## config.mk

```make
export PLATFORM = sky130hd
export DESIGN_NAME = video_packet_rx
export DESIGN_NICKNAME = d
export VERILOG_FILES = /design/src/logic/video_rx_pkg.sv /design/src/logic/packet_field_decoder.sv /design/src/logic/line_buffer_writer.sv /design/src/logic/rx_status_axil.sv /design/src/logic/video_packet_rx.sv
export SDC_FILE = /design/constraint.sdc
export NUM_CORES = 2
export LEC_CHECK = 0
export BUFFER_PORTS_ARGS = -buffer_cell sky130_fd_sc_hd__buf_2
export CAP_MARGIN = 0
export CELL_PAD_IN_SITES_DETAIL_PLACEMENT = 2
export CELL_PAD_IN_SITES_GLOBAL_PLACEMENT = 2
export CORE_MARGIN = 2
export CORE_UTILIZATION = 35
export DETAILED_ROUTE_END_ITERATION = 10
export PLACE_DENSITY = 0.59
export SLEW_MARGIN = 20
export SYNTH_ARGS = -nofsm -noshare
export SYNTH_HDL_FRONTEND = slang
export SYNTH_SLANG_ARGS = --single-unit
```

## constraint.sdc

```tcl
create_clock -name clk -period 5.75 [get_ports clk]
set_input_delay 0.8625 -clock clk [delete_from_list [all_inputs] [get_ports clk]]
set_output_delay 0.8625 -clock clk [all_outputs]
set_load 0.005 [all_outputs]
```

## src/logic/video_rx_pkg.sv

```systemverilog
package video_rx_pkg;

    localparam int addr_bytes      = 3;
    localparam int pixels_per_line = 320;
    localparam int pixel_index_w   = 9;
    localparam int pixel_words     = pixels_per_line / 4;
    localparam int audio_depth     = 16;
    localparam int axil_addr_w     = 12;
    localparam int axil_data_w     = 32;

    typedef enum logic [1:0] {addr_beat, pixel_beat, audio_beat, end_beat} beat_kind_t;

    typedef enum logic [1:0] {st_addr, st_pixel, st_audio} dec_state_t;

    typedef enum logic [1:0] {rd_idle, rd_fetch, rd_respond} rd_state_t;

    typedef struct packed {
        logic                     valid;
        beat_kind_t               kind;
        logic [7:0]               data;
        logic [pixel_index_w-1:0] index;
    } rx_beat_t;

    typedef struct packed {
        logic [23:0] line_addr;
        logic [15:0] packet_count;
        logic [15:0] audio_overflow;
        logic [4:0]  audio_level;
    } rx_status_t;

    typedef struct packed {
        logic       valid;
        logic [7:0] data;
    } audio_pop_t;

    localparam logic [axil_addr_w-1:0] reg_status    = 12'h000;
    localparam logic [axil_addr_w-1:0] reg_line_addr = 12'h004;
    localparam logic [axil_addr_w-1:0] reg_overflow  = 12'h008;
    localparam logic [axil_addr_w-1:0] reg_audio     = 12'h00C; // read pops, write clears counts
    localparam logic [axil_addr_w-1:0] reg_pixels    = 12'h100;

endpackage

```

## src/logic/packet_field_decoder.sv

```systemverilog
`timescale 1ns/1ps

module packet_field_decoder
    import video_rx_pkg::*;
(
    input  logic       clk,
    input  logic       rst,
    input  logic       rx_valid,
    input  logic [1:0] rx_symbol,
    output rx_beat_t   beat
);

    dec_state_t               state;
    logic [1:0]               sym_count;   // symbols taken in the current byte
    logic [5:0]               byte_shift;  // first three symbols of the byte
    logic [pixel_index_w-1:0] byte_count;
    logic                     end_pending;
    logic [7:0]               next_byte;

    assign next_byte = {byte_shift, rx_symbol};

    always_ff @(posedge clk) begin
        if (rst) begin
            state       <= st_addr;
            sym_count   <= 2'd0;
            byte_count  <= '0;
            end_pending <= 1'b0;
            beat.valid  <= 1'b0;
        end else begin
            beat.valid  <= 1'b0;
            end_pending <= 1'b0;

            // the line is complete, so the end beat goes out even if valid drops here
            if (end_pending) begin
                beat.valid <= 1'b1;
                beat.kind  <= end_beat;
                beat.data  <= 8'd0;
                beat.index <= '0;
            end

            if (!rx_valid) begin
                state      <= st_addr; // a partial byte is simply forgotten
                sym_count  <= 2'd0;
                byte_count <= '0;
            end else begin
                sym_count  <= sym_count + 2'd1;
                byte_shift <= {byte_shift[3:0], rx_symbol};

                if (sym_count == 2'd3) begin
                    beat.valid <= 1'b1;
                    beat.data  <= next_byte;
                    beat.index <= byte_count;

                    case (state)
                        st_addr: begin
                            beat.kind <= addr_beat;
                            if (byte_count == pixel_index_w'(addr_bytes - 1)) begin
                                state      <= st_pixel;
                                byte_count <= '0;
                            end else begin
                                byte_count <= byte_count + 1'b1;
                            end
                        end
                        st_pixel: begin
                            beat.kind <= pixel_beat;
                            if (byte_count == pixel_index_w'(pixels_per_line - 1)) begin
                                state       <= st_audio;
                                byte_count  <= '0;
                                end_pending <= 1'b1;
                            end else begin
                                byte_count <= byte_count + 1'b1;
                            end
                        end
                        st_audio: begin
                            beat.kind <= audio_beat; // audio runs until valid falls
                        end
                        default: begin
                            state <= st_addr;
                        end
                    endcase
                end
            end
        end
    end

endmodule

```

## src/logic/line_buffer_writer.sv

```systemverilog
`timescale 1ns/1ps

module line_buffer_writer
    import video_rx_pkg::*;
(
    input  logic                     clk,
    input  logic                     rst,
    input  rx_beat_t                 beat,
    input  logic [pixel_index_w-3:0] pix_rd_word,
    output logic [31:0]              pix_rd_data,
    input  logic                     audio_pop,
    output audio_pop_t               audio_head,
    input  logic                     clear_counts,
    output rx_status_t               status
);

    logic [3:0][7:0]                pix_mem [pixel_words]; // four pixels per word, low index low
    logic [7:0]                     audio_mem [audio_depth];
    logic [$clog2(audio_depth)-1:0] wr_ptr;
    logic [$clog2(audio_depth)-1:0] rd_ptr;
    logic                           pixel_we;
    logic                           audio_full;
    logic                           audio_push;
    logic                           audio_drop;
    logic                           audio_take;

    assign pixel_we   = beat.valid && beat.kind == pixel_beat;
    assign audio_full = status.audio_level == 5'(audio_depth);
    assign audio_push = beat.valid && beat.kind == audio_beat && !audio_full;
    assign audio_drop = beat.valid && beat.kind == audio_beat && audio_full;
    assign audio_take = audio_pop && audio_head.valid; // popping an empty queue does nothing

    assign audio_head.valid = status.audio_level != 5'd0;
    assign audio_head.data  = audio_mem[rd_ptr];

    always_ff @(posedge clk) begin
        if (pixel_we) begin
            pix_mem[beat.index[pixel_index_w-1:2]][beat.index[1:0]] <= beat.data;
        end
        pix_rd_data <= pix_mem[pix_rd_word];
    end

    always_ff @(posedge clk) begin
        if (audio_push) begin
            audio_mem[wr_ptr] <= beat.data;
        end
    end

    always_ff @(posedge clk) begin
        if (rst) begin
            wr_ptr <= '0;
            rd_ptr <= '0;
            status <= '0;
        end else begin
            if (beat.valid && beat.kind == addr_beat) begin
                status.line_addr <= {status.line_addr[15:0], beat.data}; // msb first
            end
            if (beat.valid && beat.kind == end_beat) begin
                status.packet_count <= status.packet_count + 16'd1;
            end
            if (audio_drop) begin
                status.audio_overflow <= status.audio_overflow + 16'd1;
            end
            if (clear_counts) begin
                status.packet_count   <= 16'd0;
                status.audio_overflow <= 16'd0;
            end

            if (audio_push) begin
                wr_ptr <= wr_ptr + 1'b1;
            end
            if (audio_take) begin
                rd_ptr <= rd_ptr + 1'b1;
            end

            case ({audio_push, audio_take})
                2'b10:   status.audio_level <= status.audio_level + 5'd1;
                2'b01:   status.audio_level <= status.audio_level - 5'd1;
                default: status.audio_level <= status.audio_level;
            endcase
        end
    end

endmodule

```

## src/logic/rx_status_axil.sv

```systemverilog
`timescale 1ns/1ps

module rx_status_axil
    import video_rx_pkg::*;
(
    input  logic                     clk,
    input  logic                     rst,
    input  logic [axil_addr_w-1:0]   awaddr,
    input  logic                     awvalid,
    output logic                     awready,
    input  logic [axil_data_w-1:0]   wdata,
    input  logic                     wvalid,
    output logic                     wready,
    output logic [1:0]               bresp,
    output logic                     bvalid,
    input  logic                     bready,
    input  logic [axil_addr_w-1:0]   araddr,
    input  logic                     arvalid,
    output logic                     arready,
    output logic [axil_data_w-1:0]   rdata,
    output logic [1:0]               rresp,
    output logic                     rvalid,
    input  logic                     rready,
    input  rx_status_t               status,
    input  audio_pop_t               audio_head,
    output logic [pixel_index_w-3:0] pix_rd_word,
    input  logic [31:0]              pix_rd_data,
    output logic                     audio_pop,
    output logic                     clear_counts
);

    rd_state_t                rd_state;
    logic [axil_addr_w-1:0]   rd_addr;
    logic [axil_addr_w-1:0]   pix_offset;
    audio_pop_t               audio_q;    // queue head as it was when the read was accepted
    logic                     fetch_step;
    logic                     aw_fire;
    logic                     ar_fire;
    logic                     rd_is_pixel;
    logic [axil_data_w-1:0]   rd_word;

    // write channel, address and data are taken together
    assign aw_fire      = awvalid && wvalid && !bvalid;
    assign awready      = !bvalid;
    assign wready       = !bvalid;
    assign bresp        = 2'b00;
    assign clear_counts = aw_fire && awaddr == reg_audio; // the data word itself is don't-care

    always_ff @(posedge clk) begin
        if (rst) begin
            bvalid <= 1'b0;
        end else if (aw_fire) begin
            bvalid <= 1'b1;
        end else if (bready) begin
            bvalid <= 1'b0;
        end
    end

    assign arready   = rd_state == rd_idle;
    assign ar_fire   = arvalid && arready;
    assign audio_pop = ar_fire && araddr == reg_audio;
    assign rresp     = 2'b00;

    assign pix_offset  = rd_addr - reg_pixels;
    assign pix_rd_word = pix_offset[pixel_index_w-1:2];
    assign rd_is_pixel = rd_addr >= reg_pixels && pix_offset < axil_addr_w'(pixel_words * 4);

    always_comb begin
        rd_word = '0;
        case (rd_addr)
            reg_status: begin
                rd_word[15:0]  = status.packet_count;
                rd_word[20:16] = status.audio_level;
            end
            reg_line_addr: begin
                rd_word[23:0] = status.line_addr;
            end
            reg_overflow: begin
                rd_word[15:0] = status.audio_overflow;
            end
            reg_audio: begin
                rd_word[8:0] = {audio_q.valid, audio_q.data};
            end
            default: begin
                if (rd_is_pixel) begin
                    rd_word = pix_rd_data;
                end
            end
        endcase
    end

    always_ff @(posedge clk) begin
        if (ar_fire) begin
            rd_addr <= araddr;
            audio_q <= audio_head;
        end
        if (rd_state == rd_fetch && fetch_step) begin
            rdata <= rd_word;
        end
    end

    // fetch takes two cycles so the memory word is registered before the mux
    always_ff @(posedge clk) begin
        if (rst) begin
            rd_state   <= rd_idle;
            fetch_step <= 1'b0;
            rvalid     <= 1'b0;
        end else begin
            case (rd_state)
                rd_idle: begin
                    if (ar_fire) begin
                        rd_state   <= rd_fetch;
                        fetch_step <= 1'b0;
                    end
                end
                rd_fetch: begin
                    fetch_step <= 1'b1;
                    if (fetch_step) begin
                        rd_state <= rd_respond;
                        rvalid   <= 1'b1;
                    end
                end
                rd_respond: begin
                    if (rready) begin
                        rd_state <= rd_idle;
                        rvalid   <= 1'b0;
                    end
                end
                default: begin
                    rd_state <= rd_idle;
                end
            endcase
        end
    end

endmodule

```

## src/logic/video_packet_rx.sv

```systemverilog
`timescale 1ns/1ps

module video_packet_rx
    import video_rx_pkg::*;
(
    input  logic                   clk,
    input  logic                   rst,
    input  logic                   rx_valid,
    input  logic [1:0]             rx_symbol,
    input  logic [axil_addr_w-1:0] awaddr,
    input  logic                   awvalid,
    output logic                   awready,
    input  logic [axil_data_w-1:0] wdata,
    input  logic                   wvalid,
    output logic                   wready,
    output logic [1:0]             bresp,
    output logic                   bvalid,
    input  logic                   bready,
    input  logic [axil_addr_w-1:0] araddr,
    input  logic                   arvalid,
    output logic                   arready,
    output logic [axil_data_w-1:0] rdata,
    output logic [1:0]             rresp,
    output logic                   rvalid,
    input  logic                   rready
);

    rx_beat_t                 beat;
    rx_status_t               status;
    audio_pop_t               audio_head;
    logic [pixel_index_w-3:0] pix_rd_word;
    logic [31:0]              pix_rd_data;
    logic                     audio_pop;
    logic                     clear_counts;

    packet_field_decoder i_packet_field_decoder (
        .clk       (clk),
        .rst       (rst),
        .rx_valid  (rx_valid),
        .rx_symbol (rx_symbol),
        .beat      (beat)
    );

    line_buffer_writer i_line_buffer_writer (
        .clk          (clk),
        .rst          (rst),
        .beat         (beat),
        .pix_rd_word  (pix_rd_word),
        .pix_rd_data  (pix_rd_data),
        .audio_pop    (audio_pop),
        .audio_head   (audio_head),
        .clear_counts (clear_counts),
        .status       (status)
    );

    rx_status_axil i_rx_status_axil (
        .clk          (clk),
        .rst          (rst),
        .awaddr       (awaddr),
        .awvalid      (awvalid),
        .awready      (awready),
        .wdata        (wdata),
        .wvalid       (wvalid),
        .wready       (wready),
        .bresp        (bresp),
        .bvalid       (bvalid),
        .bready       (bready),
        .araddr       (araddr),
        .arvalid      (arvalid),
        .arready      (arready),
        .rdata        (rdata),
        .rresp        (rresp),
        .rvalid       (rvalid),
        .rready       (rready),
        .status       (status),
        .audio_head   (audio_head),
        .pix_rd_word  (pix_rd_word),
        .pix_rd_data  (pix_rd_data),
        .audio_pop    (audio_pop),
        .clear_counts (clear_counts)
    );

endmodule

```

# Word level (Yosys, flattened, before mapping)
# Memories as Yosys holds them, arrays and structs flattened. A register that Yosys moved wholly into a read port is not among the register bits.
# Cells that the tools add are included.
# classes
add_sub_neg,9
n_lt_le_gt_ge,4
eq_ne,23
muxes,34
bitwise,6
reduce_logical,39
# op_table
op,count
$mux 20,3
$eq 12x4->1 const B,4
$pmux 9 s4,1
$add 16x1->16 const B,2
$mux 32,1
$pmux 7 s4,1
$mux 24,1
$mux 9,2
$pmux 2 s3,3
$pmux 9 s2,1
$demux 8 s2,1
$logic_and 1x1->1,15
$pmux 5 s3,1
$eq 12x3->1 const B,1
$eq 2x2->1 const B,6
$ge 12x9->1 const B,1
$logic_not 12->1,1
$lt 12x9->1 const B,1
$sub 12x9->12 const B,1
$mux 2,5
$pmux 5 s2,1
$reduce_bool 2->1,5
$add 9x1->9 const B,1
$eq 9x2->1 const B,1
other kinds (26),55
# totals
ff_bits,159
mem_bits_rw,2688
inputBits,66
output_inout_bits,41
elab_cells,140
mem_count,2
# memory_table
memory,depth,width,rd,rd_clocked_by_memory_dff,write_ports,line_no,source
i_line_buffer_writer.pix_mem,80,32,1,1,1,line_buffer_writer.sv:17,logic [3:0][7:0] pix_mem [pixel_words];
i_line_buffer_writer.audio_mem,16,8,1,1,1,line_buffer_writer.sv:18,logic [7:0] audio_mem [audio_depth];

# Logic depth before layout (Yosys ltp)
# logic_depth
ltp_word,6
depth_mapped,11
mapped_depth_nobuf,11

# Modules after synthesis
# From an unflattened synthesis, not the netlist that was laid out.
# hier_totals
cells_unflattened,5548
area_unflattened_um2,112638.0
# modules_own_cells
module,n_inst,cells_each,area_each_um2,seq_area_each_um2
line_buffer_writer,1,5188,107974.8,82819.4
rx_status_axil,1,196,2857.7,1691.6
packet_field_decoder,1,164,1805.5,1051.0

# Worst setup path before layout
# Ideal clock, no wire load.
# synth_path
path_kind,register to register
start,"register, netlist name i_packet_field_decoder.beat[9]"
end,"memory i_line_buffer_writer.audio_mem[0][0], data pin"
setup_time_ns,1.017
t_arrival_ns,4.173
required_ns,4.733
path_slack_ns,0.560
stages_incl_launch_ff,1
n_path_buf,0
period_less_slack_ns,5.190
cell_sequence,edfxtp_1
# synth_lines
item,line_no
"end, declared",line_buffer_writer.sv:18
# No word-level cell before the write port.

# Final worst setup path
# layout_path
start,register i_rx_status_axil.rd_addr[5]
end,"register i_line_buffer_writer.pix_rd_data[23], read port of i_line_buffer_writer.pix_mem"
# layout_via
elab_chain_len,1
# layout_lines
item,line_no,source
"start, declared",rx_status_axil.sv:33,logic [axil_addr_w-1:0] rd_addr;
"start signal, assigned",rx_status_axil.sv:94,rd_addr <= araddr;
$sub 12x9->12,rx_status_axil.sv:64,assign pix_offset = rd_addr - reg_pixels;
"end, declared",line_buffer_writer.sv:10,"output logic [31:0] pix_rd_data,"
# Every way passes these cells.
# A chain may end at the register's enable or synchronous reset.

==> run metrics <==
number of remaining DRC errors 0; fillers 29700; WP buf/inv 1; Req. time, crit path 6530 ps; post-DR wirelength/cell 34.5 microns; period utilization 70.1%; synthesis-stage register bit count approximately 2900; Syn. warnings 0; Syn Std Cell Area 112000 sq um; DP Worst Slack about 1500 ps; Non-Filler Instances around 10000; worst-margin pin slew between 1000 and 1500 ps; Setup TNS 0 ps; first-pass GRT wire length roughly 500000 microns; TritonRoute pass-1 iters 8; Max-cap violations 0; worst path arrival time around 4800 ps; final WL between 300000 and 400000 microns; RSZ-0062 raised after global routing no; slowest CP cell edfxtp_1; core area approximately 320000 sq um; largest net degree at the start of global routing 237; post-route antenna net violation count 0; number of cells after detailed placement roughly 9800; final net count 6034; Post-synth EDFFs approximately 2800; mean post-synth cell area ~20 sq um; Sink Count 2887; Slew Viols, Final 0; Clock Tree Buf Depth 4; Post-synth top cells 2766 x edfxtp_1, 568 x mux4_2, 447 x nor2_1; critical path, cell by cell buf_12 -> and2_2 -> a22oi_1 -> a31oi_1 -> o21ai_0 -> o32a_1; initial antenna violation count 24; CTS clk-pin slew, worst paths 60 ps; DR vias between 50000 and 60000; Largest stage delay, worst path about 1100 ps; clock root cell clkbuf_16; Top delay family on crit path compound AO/OA/AOI/OAI gates; Setup violations, final 0; Clock Latency Late Sink approximately 940 ps; starting DRC count in detailed routing a little under 6000; Die Y between 500 and 600 microns; Fin. Hold Viols 0; Area Growth Syn to Fin 14.1%; Inserted Clock Buffers 313; Switching Power between 10 and 15 mW; Post-CTS Setup Inserts 0; Die Wd ~570 microns; crit-path max FO 50; global route overflow 0; full die area between 300000 and 400000 sq um; HPWL Detailed 230000 microns; post-synth top area share around three quarters; top-level port count approximately 110; Achievable Freq 0.248 GHz; vias in the first global route ~62000; RD Place Congestion approximately 0.80; IO Port Bufs 70; clock skew after layout approximately 63 ps; H-tree depth 5; Net Sw Frac a little under a quarter; Crit Path Category flop to flop; row count ~210; clock power share approximately 44%; final worst slack 1720 ps; Pint ~35 mW; maximum vdd drop roughly 0.22 mV; ys flop type edfxtp_1; worst hold path class input port to flop; Pwr Density approximately 360 nW/um^2; GRT Overall Usage between 20% and 30%; post-synth cell types between 70 and 80; area leader, netlist edfxtp_1; proportion of power drawn by flip-flops and latches between 50 and 60%; Hold-fix buffers, CTS 0; hold slack 156 ps; CTS tree done; Post-synth ARST share 0%; cts repair resizes 0; share of layout cells above drive strength 1 between 20% and 30%; register area share after synthesis between 70% and 80%; Slew headroom between 20% and 30%; Gate power share 5.4%; Synth area leaders edfxtp_1 74%, mux4_2 11%, mux2i_1 2.4%; Critical Path Source Type flop; final worst path period need around 4000 ps; leakage between 30 and 40 nW; initial core utilization around a third; count leader, synth edfxtp_1; status completed; CP endpoint kind flop; Avg Vias per Cell 5.59; cell count after synthesis around 5700
[cell families after synthesis]
family          Yosys count  synth area share, %
mux                     875                 14.2
simple gates            977                 3.86
buf+inv                 385                 1.70
fa+ha+maj                18                0.208
other cells               1              0.00335
compound gates          534                 3.45
xor+xnor                 41                0.320
flops                  2887                 76.3
[worst reg2reg max path: cells and delay by family, from the launching register on]
| family | cells | cell delay (ps) |
|---|---|---|
| AND/OR/NAND/NOR | 1 | 810 |
| AO/OA/AOI/OAI | 4 | 1640 |
| buffers and inverters | 1 | 430 |
| flip-flops | 1 | 1070 |
[final timing paths]
| check | startpoint | endpoint | slack [ps] | cells after the start |
|---|---|---|---|---|
| setup / recovery | i_rx_status_axil.rd_addr[5]$_DFFE_PP_ | i_line_buffer_writer.pix_rd_data[23]$_DFF_P_ | 1720 | 6 |
| hold / removal | araddr[10] | i_rx_status_axil.rd_addr[10]$_DFFE_PP_ | 160 | 1 |
| setup reg to reg | i_rx_status_axil.rd_addr[5]$_DFFE_PP_ | i_line_buffer_writer.pix_rd_data[23]$_DFF_P_ | 1720 | 6 |
| hold reg to reg | i_packet_field_decoder.sym_count[0]$_SDFF_PN0_ | i_packet_field_decoder.sym_count[0]$_SDFF_PN0_ | 440 | 1 |
[power by group through the flow]
stage          sequential, mW  clock, mW  combinational, mW
6_report                 23.2       19.8               2.43
5_1_grt                  23.2       20.8               2.55
4_1_cts                  23.2       20.2               2.46
3_5_place_dp             23.7          0               2.46
3_3_place_gp             23.7          0               2.39
2_1_floorplan            23.8          0               1.16
[per-layer routing]
layer | GRT usage (%) | routed length, microns | vias to the layer above
met2 | 35.7 | 173000 | 1656
met5 | 0 | 81 | -
li1 | - | - | 23800
met1 | 30.0 | 153000 | 32000
met3 | 3.13 | 19200 | 521
met4 | 7.33 | 12800 | 14
[stage by stage]
stage,cell area [sq um],power (mW),util (%)
floorplan,112000,25.0,-
global placement,118000,26.1,37.0
detailed placement,118000,26.2,37.0
CTS,128000,45.9,40.1
global route,128000,46.6,40.2
finish,128000,45.5,40.2
[cell usage in the layout, fill, tap and decap left out, types with 25 or more instances in the layout]
| master | count |
|---|---|
| buf_2 | 71 |
| nand3_1 | 37 |
| mux2i_1 | 264 |
| a221oi_1 | 39 |
| buf_4 | 145 |
| inv_1 | 45 |
| nor2_1 | 428 |
| o21ai_0 | 28 |
| dfxtp_1 | 120 |
| buf_12 | 32 |
| mux2_2 | 43 |
| a21oi_1 | 104 |
| nor3_1 | 34 |
| o22ai_1 | 50 |
| nand2_1 | 266 |
| clkinv_1 | 57 |
| clkbuf_16 | 320 |
| clkbuf_1 | 73 |
| edfxtp_1 | 2766 |
| a22o_1 | 31 |
| clkinv_2 | 57 |
| a22oi_1 | 127 |
| xnor2_1 | 25 |
| mux4_2 | 568 |
[flip-flops by register name, indices dropped and copies added (netlist names)]
| name | cells |
|---|---|
| i_line_buffer_writer.rd_ptr | 4 |
| i_packet_field_decoder.state | 2 |
| i_rx_status_axil.rdata | 32 |
| i_rx_status_axil.fetch_step | 1 |
| i_packet_field_decoder.end_pending | 1 |
| i_packet_field_decoder.beat | 20 |
| i_packet_field_decoder.sym_count | 2 |
| i_line_buffer_writer.audio_mem | 128 |
| i_rx_status_axil.rd_addr | 12 |
| i_line_buffer_writer.pix_mem | 2560 |
| i_packet_field_decoder.byte_shift | 6 |
| i_line_buffer_writer.pix_rd_data | 32 |
| i_line_buffer_writer.status | 61 |
| i_line_buffer_writer.wr_ptr | 4 |
| i_rx_status_axil.bvalid | 1 |
| i_rx_status_axil.audio_q | 9 |
| i_rx_status_axil.rvalid | 1 |
| i_packet_field_decoder.byte_count | 9 |
| i_rx_status_axil.rd_state | 2 |
[layout make-up]
cell class                      instances  area [sq um]  share of cell area, %
Inverter                               48           185                  0.145
Clock inverter                        156          1450                   1.13
Clock buffer                          403          8420                   6.58
Multi-Input combinational cell       2449         24900                   19.5
Sequential cell                      2887         85500                   66.8
Timing Repair Buffer                  251          2170                   1.69
Antenna cell                            6          15.0                 0.0117
Tap cell                             4180          5230                   4.09
Note: power is estimated with default switching activity, not from simulation.
